--- src/logic/cpu_macros.svh ---
`ifndef CPU_MACROS_SVH
`define CPU_MACROS_SVH

// Program store size in 16-bit words
`define CPU_PROG_DEPTH 256

// Transmit FIFO entries
`define CPU_FIFO_DEPTH 4

// System clocks per serial bit
`define CPU_BAUD_DIV 4

// Host APB byte address width and control/status register
`define CPU_HOST_AW 12
`define CPU_HOST_CTRL_ADDR 12'h400

`endif

--- src/logic/cpu_pkg.sv ---
package cpu_pkg;

    typedef logic [7:0]  word_t;     // Data path width
    typedef logic [15:0] instr_t;    // Instruction word
    typedef logic [7:0]  pc_t;       // Program address
    typedef logic [1:0]  reg_idx_t;  // Register select
    typedef logic [2:0]  flags_t;    // {c, z, n}

    typedef enum logic [2:0] {
        ALU_ADD  = 3'd0,
        ALU_SUB  = 3'd1,
        ALU_AND  = 3'd2,
        ALU_OR   = 3'd3,
        ALU_XOR  = 3'd4,
        ALU_MOVB = 3'd5   // Pass b through
    } alu_op_e;

    // Bit 15 set selects a register as the b operand
    typedef enum logic [3:0] {
        OP_ADD    = 4'd0,
        OP_SUB    = 4'd1,
        OP_AND    = 4'd2,
        OP_OR     = 4'd3,
        OP_XOR    = 4'd4,
        OP_MOVB   = 4'd5,
        OP_OUT    = 4'd6,
        OP_JMP    = 4'd7,
        OP_ADD_R  = 4'd8,
        OP_SUB_R  = 4'd9,
        OP_AND_R  = 4'd10,
        OP_OR_R   = 4'd11,
        OP_XOR_R  = 4'd12,
        OP_MOVB_R = 4'd13,
        OP_HALT   = 4'd14,
        OP_NOP    = 4'd15
    } opcode_e;

    typedef enum logic [1:0] {
        COND_ALWAYS = 2'd0,
        COND_Z      = 2'd1,
        COND_NZ     = 2'd2,
        COND_C      = 2'd3
    } cond_e;

    typedef enum logic [2:0] {
        ST_IDLE, ST_FETCH, ST_EXEC, ST_OUT_SETUP, ST_OUT_ACCESS
    } ctrl_state_e;

endpackage

--- src/logic/uart_tx_fifo.sv ---
`timescale 1ns/1ns
`include "cpu_macros.svh"

module uart_tx_fifo (
    input  logic           system_clk,
    input  logic           rst_n,
    input  logic           fifo_psel,
    input  logic           fifo_penable,
    input  cpu_pkg::word_t fifo_pwdata,
    input  logic           fifo_pop,
    output logic           fifo_pready,
    output cpu_pkg::word_t fifo_rdata,
    output logic           fifo_empty
);

    localparam int AW = $clog2(`CPU_FIFO_DEPTH);
    localparam int CW = $clog2(`CPU_FIFO_DEPTH + 1);

    cpu_pkg::word_t mem [`CPU_FIFO_DEPTH];

    logic [AW-1:0] wr_ptr;
    logic [AW-1:0] rd_ptr;
    logic [CW-1:0] count;
    logic          push;
    logic          pop_ok;

    assign fifo_pready = count != CW'(`CPU_FIFO_DEPTH);   // Back-pressure when full
    assign fifo_empty  = count == '0;
    assign fifo_rdata  = mem[rd_ptr];                     // Head byte
    assign push        = fifo_psel & fifo_penable & fifo_pready;
    assign pop_ok      = fifo_pop & ~fifo_empty;

    always_ff @(posedge system_clk) begin
        if (push)
            mem[wr_ptr] <= fifo_pwdata;
    end

    always_ff @(posedge system_clk or negedge rst_n) begin
        if (!rst_n) begin
            wr_ptr <= '0;
            rd_ptr <= '0;
            count  <= '0;
        end else begin
            if (push)
                wr_ptr <= (wr_ptr == AW'(`CPU_FIFO_DEPTH - 1)) ? '0 : wr_ptr + 1'b1;
            if (pop_ok)
                rd_ptr <= (rd_ptr == AW'(`CPU_FIFO_DEPTH - 1)) ? '0 : rd_ptr + 1'b1;
            case ({push, pop_ok})
                2'b10:   count <= count + 1'b1;
                2'b01:   count <= count - 1'b1;
                default: count <= count;   // Both or neither
            endcase
        end
    end

    // Serializer must only take a byte that is there
    a_no_pop_empty: assert property (@(posedge system_clk) disable iff (!rst_n)
        fifo_pop |-> !fifo_empty);
    a_count_max: assert property (@(posedge system_clk) disable iff (!rst_n)
        count <= CW'(`CPU_FIFO_DEPTH));

endmodule

--- config.mk ---
export PLATFORM = sky130hd
export DESIGN_NAME = uart_tx_fifo
export DESIGN_NICKNAME = d
export VERILOG_FILES = /design/src/logic/cpu_pkg.sv /design/src/logic/uart_tx_fifo.sv
export VERILOG_INCLUDE_DIRS = /design/src /design/src/logic
export SDC_FILE = /design/constraint.sdc
export NUM_CORES = 1
export LEC_CHECK = 0
export BUFFER_PORTS_ARGS = -buffer_cell sky130_fd_sc_hd__buf_4
export CORE_ASPECT_RATIO = 0.6
export CORE_MARGIN = 2
export CORE_UTILIZATION = 46
export CTS_BUF_LIST = sky130_fd_sc_hd__clkbuf_2 sky130_fd_sc_hd__clkbuf_4 sky130_fd_sc_hd__clkbuf_8
export DETAILED_ROUTE_END_ITERATION = 6
export GPL_TIMING_DRIVEN = 0
export PLACE_DENSITY = 0.69
export SYNTH_ARGS = -nofsm -noshare
export SYNTH_HDL_FRONTEND = slang
export SYNTH_SLANG_ARGS = --single-unit
--- constraint.sdc ---
create_clock -name system_clk -period 4.82 [get_ports system_clk]
set_clock_uncertainty 0.15 [all_clocks]
set_input_delay 0.482 -clock system_clk [delete_from_list [all_inputs] [get_ports system_clk]]
set_output_delay 0.482 -clock system_clk [all_outputs]
set_load 0.02 [all_outputs]
==> impl_metrics.env, run 1 <==
export IMPL_first_pass_iters=4
export IMPL_synth_nets=104
export IMPL_synthCells=84
export IMPL_cts_buffer_depth=2
export IMPL_layout_drive_gt1_share_pct=40.9
export IMPL_holdWs_ns=0.252
export IMPL_placed_area_sq_um=1860
export IMPL_grt_overflow_total=0
export IMPL_clkTransAtPathRegs_ns=0.07
export IMPL_rsz0062_at_grt="no"
export IMPL_drc_errors=0
export IMPL_wire_per_inst_um=15.3
export IMPL_min_period_ns=2.15
export IMPL_vias_per_cell=4.96
export IMPL_leakagePower_uw=0.000758
export IMPL_grt_pass1_wl_mm=4.03
export IMPL_start_util_pct=49.2
export IMPL_synth_seq_cells=39
export IMPL_synth_area_sq_um=1640
export IMPL_crit_path_end_kind="output pin"
export IMPL_num_fill_cells=269
export IMPL_drv_slew=0
export IMPL_rr_startpoint="count[0]"
export IMPL_antenna_left=0
export IMPL_die_w_um=81.0
export IMPL_slew_headroom_pct=69.0
export IMPL_tns_ns=0
export IMPL_design_area_sq_um=1960
export IMPL_core_area_sq_um=3320
export IMPL_ys_seq_area_share_pct=69.4
export IMPL_finalHoldViolations=0
export IMPL_grt_use_total_pct=14.2
export IMPL_setup_viol=0
export IMPL_dpl_hpwl_mm=1.73
export IMPL_io_buffers=22
export IMPL_min_path_cells=1
export IMPL_grt_max_degree=12
export IMPL_clock_sinks=39
export IMPL_arrival_ns=1.52
export IMPL_hp_start="fifo_pwdata[2]"
export IMPL_crit_path_cell_trace="buf_6 -> mux4_2 -> buf_4"
export IMPL_diodes=0
export IMPL_p_per_area_nw_per_um2=567
export IMPL_fmax_mhz=465
export IMPL_cts_tree="yes"
export IMPL_status="complete, no violations"
export IMPL_syn_to_final_growth_pct=19.7
export IMPL_cts_root_buf="clkbuf_8"
export IMPL_die_area_sq_um=4070
export IMPL_worst_setup_path_type="reg -> out"
export IMPL_hp_class="in -> reg"
export IMPL_worst_r2r_cell_count=9
export IMPL_crit_slowest_cell="mux4_2"
export IMPL_clock_latency_ns=0.28
export IMPL_max_stage_delay_ns=0.51
export IMPL_cp_start_kind="flip-flop"
export IMPL_max_cap_violations=0
export IMPL_synth_cell_types=20
export IMPL_ioPinCount=23
export IMPL_die_y_um=50.2
export IMPL_drtIter0Drc=34
export IMPL_syn_avg_cell_area_sq_um=19.5
export IMPL_grt_pass1_vias=806
export IMPL_required_ns=4.19
export IMPL_grt_antenna_before_repair=0
export IMPL_yosys_warnings=0
export IMPL_cts_buffers_inserted=5
export IMPL_ir_drop_v=0.000226
export IMPL_vias=794
export IMPL_cp_max_fo=10
export IMPL_h_tree_depth=2
export IMPL_wl_mm=2.44
export IMPL_cp_startpoint="rd_ptr[0]"
export IMPL_num_rows=16
export IMPL_gp_congestion=0.700
export IMPL_layout_nets=134
export IMPL_worst_pin_slew_ns=0.465
export IMPL_period_share_pct=44.6
routing by layer:
layer,global-route usage [%],up-vias,part of all wire (%)
met5,0,-,0
met4,6.78,0,2.3
met3,4.32,5,4.1
met2,20.5,18,48
met1,19.8,398,46
li1,-,373,-
kinds of logic after synthesis:
logic type	synth area share, %
compound gates	0.994
xor+xnor	1.61
fa+ha+maj	5.81
buf+inv	2.60
flops	69.4
mux	15.1
simple gates	4.51
cell usage in the layout, fill, tap and decap left out, drive strengths merged:
master        n
mux4          8
mux2          4
dlygate4sd3   1
fa            1
dfrtp         7
nand2         2
and2          4
clkbuf        9
ha            6
a21oi         1
mux2i         1
nor2          4
xnor2         1
xor2          2
buf          23
nor3          1
nand2b        1
edfxtp       32
inv           7
cell usage after synthesis:
| cell | instances | area [sq um] |
|---|---|---|
| mux2_4 | 3 | 45.0 |
| nand2b_4 | 1 | 13.8 |
| nand2_1 | 2 | 7.51 |
| mux4_2 | 8 | 180 |
| a21oi_4 | 1 | 16.3 |
| edfxtp_1 | 32 | 961 |
| ha_1 | 6 | 75.1 |
| xor2_1 | 2 | 17.5 |
| nor2_2 | 1 | 6.26 |
| buf_6 | 1 | 11.3 |
| mux2_1 | 1 | 11.3 |
| nor2_1 | 3 | 11.3 |
| fa_1 | 1 | 20.0 |
| clkbuf_2 | 1 | 5.00 |
| xnor2_1 | 1 | 8.76 |
| and2_1 | 4 | 25.0 |
| nor3_2 | 1 | 10.0 |
| dfrtp_1 | 7 | 175 |
| inv_1 | 7 | 26.3 |
| mux2i_1 | 1 | 10.0 |
flip-flops by register name (all words and copies together), names as in the netlist:
signal / flops
wr_ptr: 2
rd_ptr: 2
count: 3
mem: 32
power breakdown:
part           internal (uW)  leakage, uW  switching (uW)  total [uW]
clock                    120    0.0000498            98.3         218
sequential               428     0.000373            41.1         469
combinational            216     0.000336             208         425
total                    764     0.000758             348        1110
final cells by class:
type / instances / area [sq um] / area share (%)
timing repair buffer: 23 / 175 / 8.94
tap: 45 / 56.3 / 2.87
buffer: 2 / 16.3 / 0.830
sequential: 39 / 1140 / 58.0
multi-input combinational: 36 / 458 / 23.4
inverter: 7 / 26.3 / 1.34
clock buffer: 8 / 91.3 / 4.66
worst max-delay path: cells and delay by family, from the launching register on:
family | cells | cell delay (ns)
multiplexers | 1 | 0.51
buffers and inverters | 2 | 0.36
flip-flops | 1 | 0.37
final timing paths:
| path | to | slack [ns] |
|---|---|---|
| max | fifo_rdata[5] | 2.67 |
| min | mem[3][2] | 0.25 |
| max in group asynchronous | count[0] | 3.99 |
| min in group asynchronous | wr_ptr[0] | 0.40 |
| max reg2reg | count[2] | 2.75 |
| min reg2reg | count[0] | 0.43 |
what timing repair did:
| action | in CTS | in global routing |
|---|---|---|
| hold buffers | 1 | 0 |
| buffers inserted | 0 | 0 |
| gates resized for setup | 0 | 0 |
| endpoints found under the hold margin | 7 | 0 |
stage by stage:
stage / utilization [%] / total power [uW] / setup slack (ns) / cells
2_1_floorplan: - / 775 / 2.74 / 84
3_3_place_gp: 55.9 / 891 / 2.76 / 151
3_5_place_dp: 55.9 / 907 / 2.77 / 151
4_1_cts: 59.0 / 1130 / 2.64 / 160
5_1_grt: 59.0 / 1180 / 2.57 / 160
6_report: 59.0 / 1110 / 2.67 / 160
Note: power is estimated with default switching activity, not from simulation.
==> inputs of run 2 (changes only) <==
Settings changed: PLACE_DENSITY 0.69 to 0.72.
Clock period 4.82 ns to 1.75 ns, I/O delays scaled along.
==> impl_metrics.env, run 2 (synthesis results as in run 1) <==
export IMPL_fmax_mhz=503
export IMPL_die_area_sq_um=4070
export IMPL_clock_sinks=39
export IMPL_status="finished, violations left"
export IMPL_num_rows=16
export IMPL_crit_path_end_kind="flip-flop"
export IMPL_ioPinCount=23
export IMPL_crit_path_cell_trace="buf_6 -> nor3_4 -> nand2b_4 -> inv_2 -> ha_4 -> inv_2 -> fa_2 -> mux2i_1"
export IMPL_grt_max_degree=12
export IMPL_io_buffers=22
export IMPL_combPwrFrac_pct=44.7
export IMPL_p_per_area_nw_per_um2=1580
export IMPL_holdWs_ns=0.0885
export IMPL_power_switching_uw=1100
export IMPL_wire_per_inst_um=16.4
export IMPL_ff_latch_area_sq_um=1140
export IMPL_vias_per_cell=4.86
export IMPL_critPathBufInv=3
export IMPL_multi_input_area_sq_um=489
export IMPL_grt_overflow_total=0
export IMPL_ir_drop_v=0.000608
export IMPL_top_register="mem"
export IMPL_grt_antenna_before_repair=0
export IMPL_die_w_um=81.0
export IMPL_cts_buffer_depth=2
export IMPL_drc_errors=0
export IMPL_num_fill_cells=239
export IMPL_internal_power_uw=2410
export IMPL_grt_pass1_vias=942
export IMPL_reg_top3="mem x32, count x3"
export IMPL_setup_viol=10
export IMPL_seqPwrFrac_pct=37.8
export IMPL_antenna_left=0
export IMPL_leakagePower_uw=0.000864
export IMPL_max_cap_violations=0
export IMPL_slew_headroom_pct=83.4
export IMPL_crit_slowest_cell="dfrtp_2"
export IMPL_layout_drive_gt1_share_pct=51.9
export IMPL_die_y_um=50.2
export IMPL_drtIter0Drc=36
export IMPL_h_tree_depth=2
export IMPL_finalHoldViolations=0
export IMPL_start_util_pct=49.2
export IMPL_cp_start_kind="flip-flop"
export IMPL_rsz0062_at_grt="yes"
export IMPL_first_pass_iters=4
export IMPL_cts_buffers_inserted=5
export IMPL_rr_startpoint="count[1]"
export IMPL_design_area_sq_um=2220
export IMPL_placed_area_sq_um=1880
export IMPL_dpl_worst_slack_ns=-0.332
export IMPL_fin_ws_ns=-0.237
export IMPL_final_common_cell="edfxtp_1"
export IMPL_failed_checks="negative setup slack"
export IMPL_largest_reg_flops=32
export IMPL_max_stage_delay_ns=0.45
export IMPL_layout_nets=152
export IMPL_layout_common_cells="edfxtp_1, buf_4, dlygate4sd3_1, buf_6, mux4_2"
export IMPL_arrival_ns=2.02
export IMPL_clock_latency_ns=0.28
export IMPL_switching_share_pct=31.4
export IMPL_hp_class="in -> async"
export IMPL_wl_mm=2.92
export IMPL_p_clk_share_pct=17.5
export IMPL_tns_ns=-1.01
export IMPL_worst_setup_path_type="reg -> reg"
export IMPL_cp_max_fo=3
export IMPL_cts_root_buf="clkbuf_8"
export IMPL_required_ns=1.79
export IMPL_p_total_uw=3510
export IMPL_path_delay_family="adder cells"
export IMPL_cp_startpoint="count[1]"
export IMPL_grt_use_total_pct=16.3
export IMPL_crit_path_frequent_cell="inv_2"
export IMPL_clkTransAtPathRegs_ns=0.07
export IMPL_syn_to_final_growth_pct=35.7
export IMPL_gp_congestion=0.772
export IMPL_cts_tree="yes"
export IMPL_min_period_ns=1.99
export IMPL_period_share_pct=114
export IMPL_diodes=0
export IMPL_worst_pin_slew_ns=0.250
export IMPL_core_area_sq_um=3320
export IMPL_drv_slew=0
export IMPL_vias=865
export IMPL_grt_pass1_wl_mm=4.64
-- run 2: cell count changes in the layout (fill, tap and decap cells not counted), moves of 4 or more --
cell,previous run,this run
dfrtp_2,0,4
and2_1,4,0
and2_2,0,4
buf_6,1,9
dfrtp_1,7,3
dlygate4sd3_1,1,9
-- run 2: area by class of cell --
cell class | count | area share (%)
flip-flops and latches | 39 | 51.4
multi-input cells | 36 | 22.0
repair buffers | 41 | 17.7
clock buffers | 7 | 4.06
well taps | 45 | 2.54
inverters | 7 | 1.18
plain buffers | 2 | 0.901
clock inverters | 1 | 0.169
-- run 2: timing repair --
item                                    CTS  global route
buffers inserted                          8             1
endpoints found under the hold margin    39             0
pin swaps                                 6             3
gates resized for setup                  16             6
hold buffers                              9             0
cloned                                    1             0
endpoints found under the setup margin   18            34
-- run 2: final timing paths --
check	endpoint	slack, ns	cells after the start
min in group system_clk	count[0]	0.22	5
worst min-delay path	wr_ptr[0]	0.09	2
worst max register to register	count[1]	-0.24	8
max in group asynchronous	count[1]	1.22	2
worst min register to register	count[2]	0.42	1
worst max-delay path	count[1]	-0.24	8
-- run 2: layer usage --
metal / global-route usage (%) / vias to the layer above / part of all wire (%)
li1: - / 407 / -
met1: 19.8 / 440 / 43
met2: 28.2 / 16 / 53
met3: 4.32 / 2 / 3.1
met4: 5.93 / 0 / 0.99
met5: 0 / - / 0
-- run 2: power groups by stage --
stage	Clock [uW]	Sequential [uW]	Combinational, uW
global route	663	1350	1700
finish	614	1330	1570
CTS	626	1330	1570
floorplan	0	1300	875
global placement	0	1310	1180
detailed placement	0	1330	1230
-- run 2: through the flow --
stage	utilization [%]	instances
2_1_floorplan	-	84
3_3_place_gp	56.6	151
3_5_place_dp	56.6	151
4_1_cts	66.4	177
5_1_grt	66.8	178
6_report	66.8	178
==> inputs of run 3 (changes only) <==
--- a/constraint.sdc
+++ b/constraint.sdc
@@ -3,3 +3,3 @@
 set_input_delay 0.175 -clock system_clk [delete_from_list [all_inputs] [get_ports system_clk]]
 set_output_delay 0.175 -clock system_clk [all_outputs]
-set_load 0.02 [all_outputs]
+set_load 0.005 [all_outputs]
==> impl_metrics.env, run 3 (synthesis results as in run 1) <==
export IMPL_dpl_hpwl_mm=1.82
export IMPL_finalHoldViolations=0
export IMPL_core_area_sq_um=3320
export IMPL_rr_startpoint="count[2]"
export IMPL_worst_setup_path_type="reg -> reg"
export IMPL_final_common_cell="edfxtp_1"
export IMPL_leakagePower_uw=0.000880
export IMPL_top_register="mem"
export IMPL_tns_ns=-0.914
export IMPL_ioPinCount=23
export IMPL_cts_buffers_inserted=5
export IMPL_arrival_ns=1.91
export IMPL_postLayoutCoreUtil_pct=67.5
export IMPL_h_tree_depth=2
export IMPL_p_total_uw=3500
export IMPL_gp_congestion=0.752
export IMPL_r2r_end="count[2]"
export IMPL_cp_max_fo=4
export IMPL_antenna_left=0
export IMPL_reg_top3="mem x32, count x3"
export IMPL_rsz0062_at_grt="yes"
export IMPL_cts_buffer_depth=2
export IMPL_first_pass_iters=4
export IMPL_fmax_mhz=528
export IMPL_worst_r2r_cell_count=9
export IMPL_die_area_sq_um=4070
export IMPL_ir_drop_v=0.000830
export IMPL_clkTransAtPathRegs_ns=0.07
export IMPL_fin_ws_ns=-0.144
export IMPL_failed_checks="negative setup slack"
export IMPL_grt_pass1_vias=903
export IMPL_min_period_ns=1.89
export IMPL_io_buffers=22
export IMPL_largest_reg_flops=32
export IMPL_layout_drive_gt1_share_pct=53.3
export IMPL_start_util_pct=49.2
export IMPL_vias=871
export IMPL_crit_path_end_kind="flip-flop"
export IMPL_vias_per_cell=4.84
export IMPL_die_y_um=50.2
export IMPL_wl_mm=2.87
export IMPL_holdWs_ns=0.0846
export IMPL_drtIter0Drc=24
export IMPL_drv_slew=0
export IMPL_drc_errors=0
export IMPL_hp_class="in -> async"
export IMPL_r2r_setup_slack_ns=-0.14
export IMPL_diodes=0
export IMPL_cts_tree="yes"
export IMPL_wire_per_inst_um=15.9
export IMPL_clock_latency_ns=0.29
export IMPL_worst_pin_slew_ns=0.269
export IMPL_place_inst=151
export IMPL_cp_start_kind="flip-flop"
export IMPL_cts_root_buf="clkbuf_8"
export IMPL_grt_use_total_pct=15.9
export IMPL_die_w_um=81.0
export IMPL_grt_antenna_before_repair=0
export IMPL_grt_overflow_total=0
export IMPL_slew_headroom_pct=82.0
export IMPL_stdcell_count=180
export IMPL_layout_common_cells="edfxtp_1, buf_4, dlygate4sd3_1, mux4_2, buf_6"
export IMPL_p_per_area_nw_per_um2=1560
export IMPL_syn_to_final_growth_pct=37.0
export IMPL_setup_viol=10
export IMPL_status="finished, violations left"
export IMPL_required_ns=1.77
export IMPL_grt_max_degree=13
export IMPL_layout_nets=154
export IMPL_grt_pass1_wl_mm=4.41
export IMPL_clock_sinks=39
export IMPL_period_share_pct=108
export IMPL_max_cap_violations=0
export IMPL_num_rows=16
-- run 3: worst max path at each step --
| stage | start | end | cells after the start |
|---|---|---|---|
| finish | count[2] | count[2] | 9 |
| global route | count[1] | count[2] | 9 |
| CTS | count[0] | count[2] | 9 |
| detailed placement | count[0] | count[2] | 9 |
| global placement | count[0] | count[2] | 9 |
| floorplan | count[0] | count[2] | 9 |
-- run 3: power by group --
group | total, uW | switching [uW] | internal [uW] | leakage, uW
registers | 1340 | 149 | 1190 | 0.000369
clock network | 760 | 303 | 457 | 0.0000593
logic | 1400 | 527 | 875 | 0.000453
-- run 3: what timing repair did --
action,4_1_cts,5_1_grt
pin swaps,5,2
endpoints found under the hold margin,39,0
endpoints found under the setup margin,10,42
resized for setup,18,5
gates cloned,1,0
setup buffers,9,2
hold buffers,9,0
-- run 3: area by class of cell --
type	count	area, sq um
Fill cell	233	1080
Multi-Input combinational cell	36	489
Sequential cell	39	1140
Tap cell	45	56.3
Timing Repair Buffer	43	393
Inverter	7	28.8
Clock inverter	1	30.0
Clock buffer	7	83.8
Buffer	2	20.0
-- run 3: critical path, stage by stage, from the launching register on --
cell      delay, ns
dfrtp_2        0.46
nor3_4         0.20
nand2b_4       0.17
inv_4          0.04
ha_4           0.15
inv_2          0.05
fa_2           0.18
xor2_1         0.16
nor2_1         0.07
xor2_1         0.16
-- run 3: routing by layer --
| metal | share of wire, % | routed length [um] | track usage [%] |
|---|---|---|---|
| met1 | 45 | 1290 | 21.8 |
| met4 | 2.2 | 64 | 7.63 |
| met5 | 0 | 0 | 0 |
| met3 | 4.3 | 122 | 4.86 |
| met2 | 49 | 1390 | 23.4 |
-- run 3: per-stage QoR --
| stage | instance area [sq um] | setup WS (ns) |
|---|---|---|
| final | 2240 | -0.144 |
| after global routing | 2240 | -0.215 |
| after CTS | 2220 | -0.149 |
| after detailed placement | 1870 | -0.224 |
| after global placement | 1870 | -0.184 |
| after floorplan | 1650 | -0.0824 |
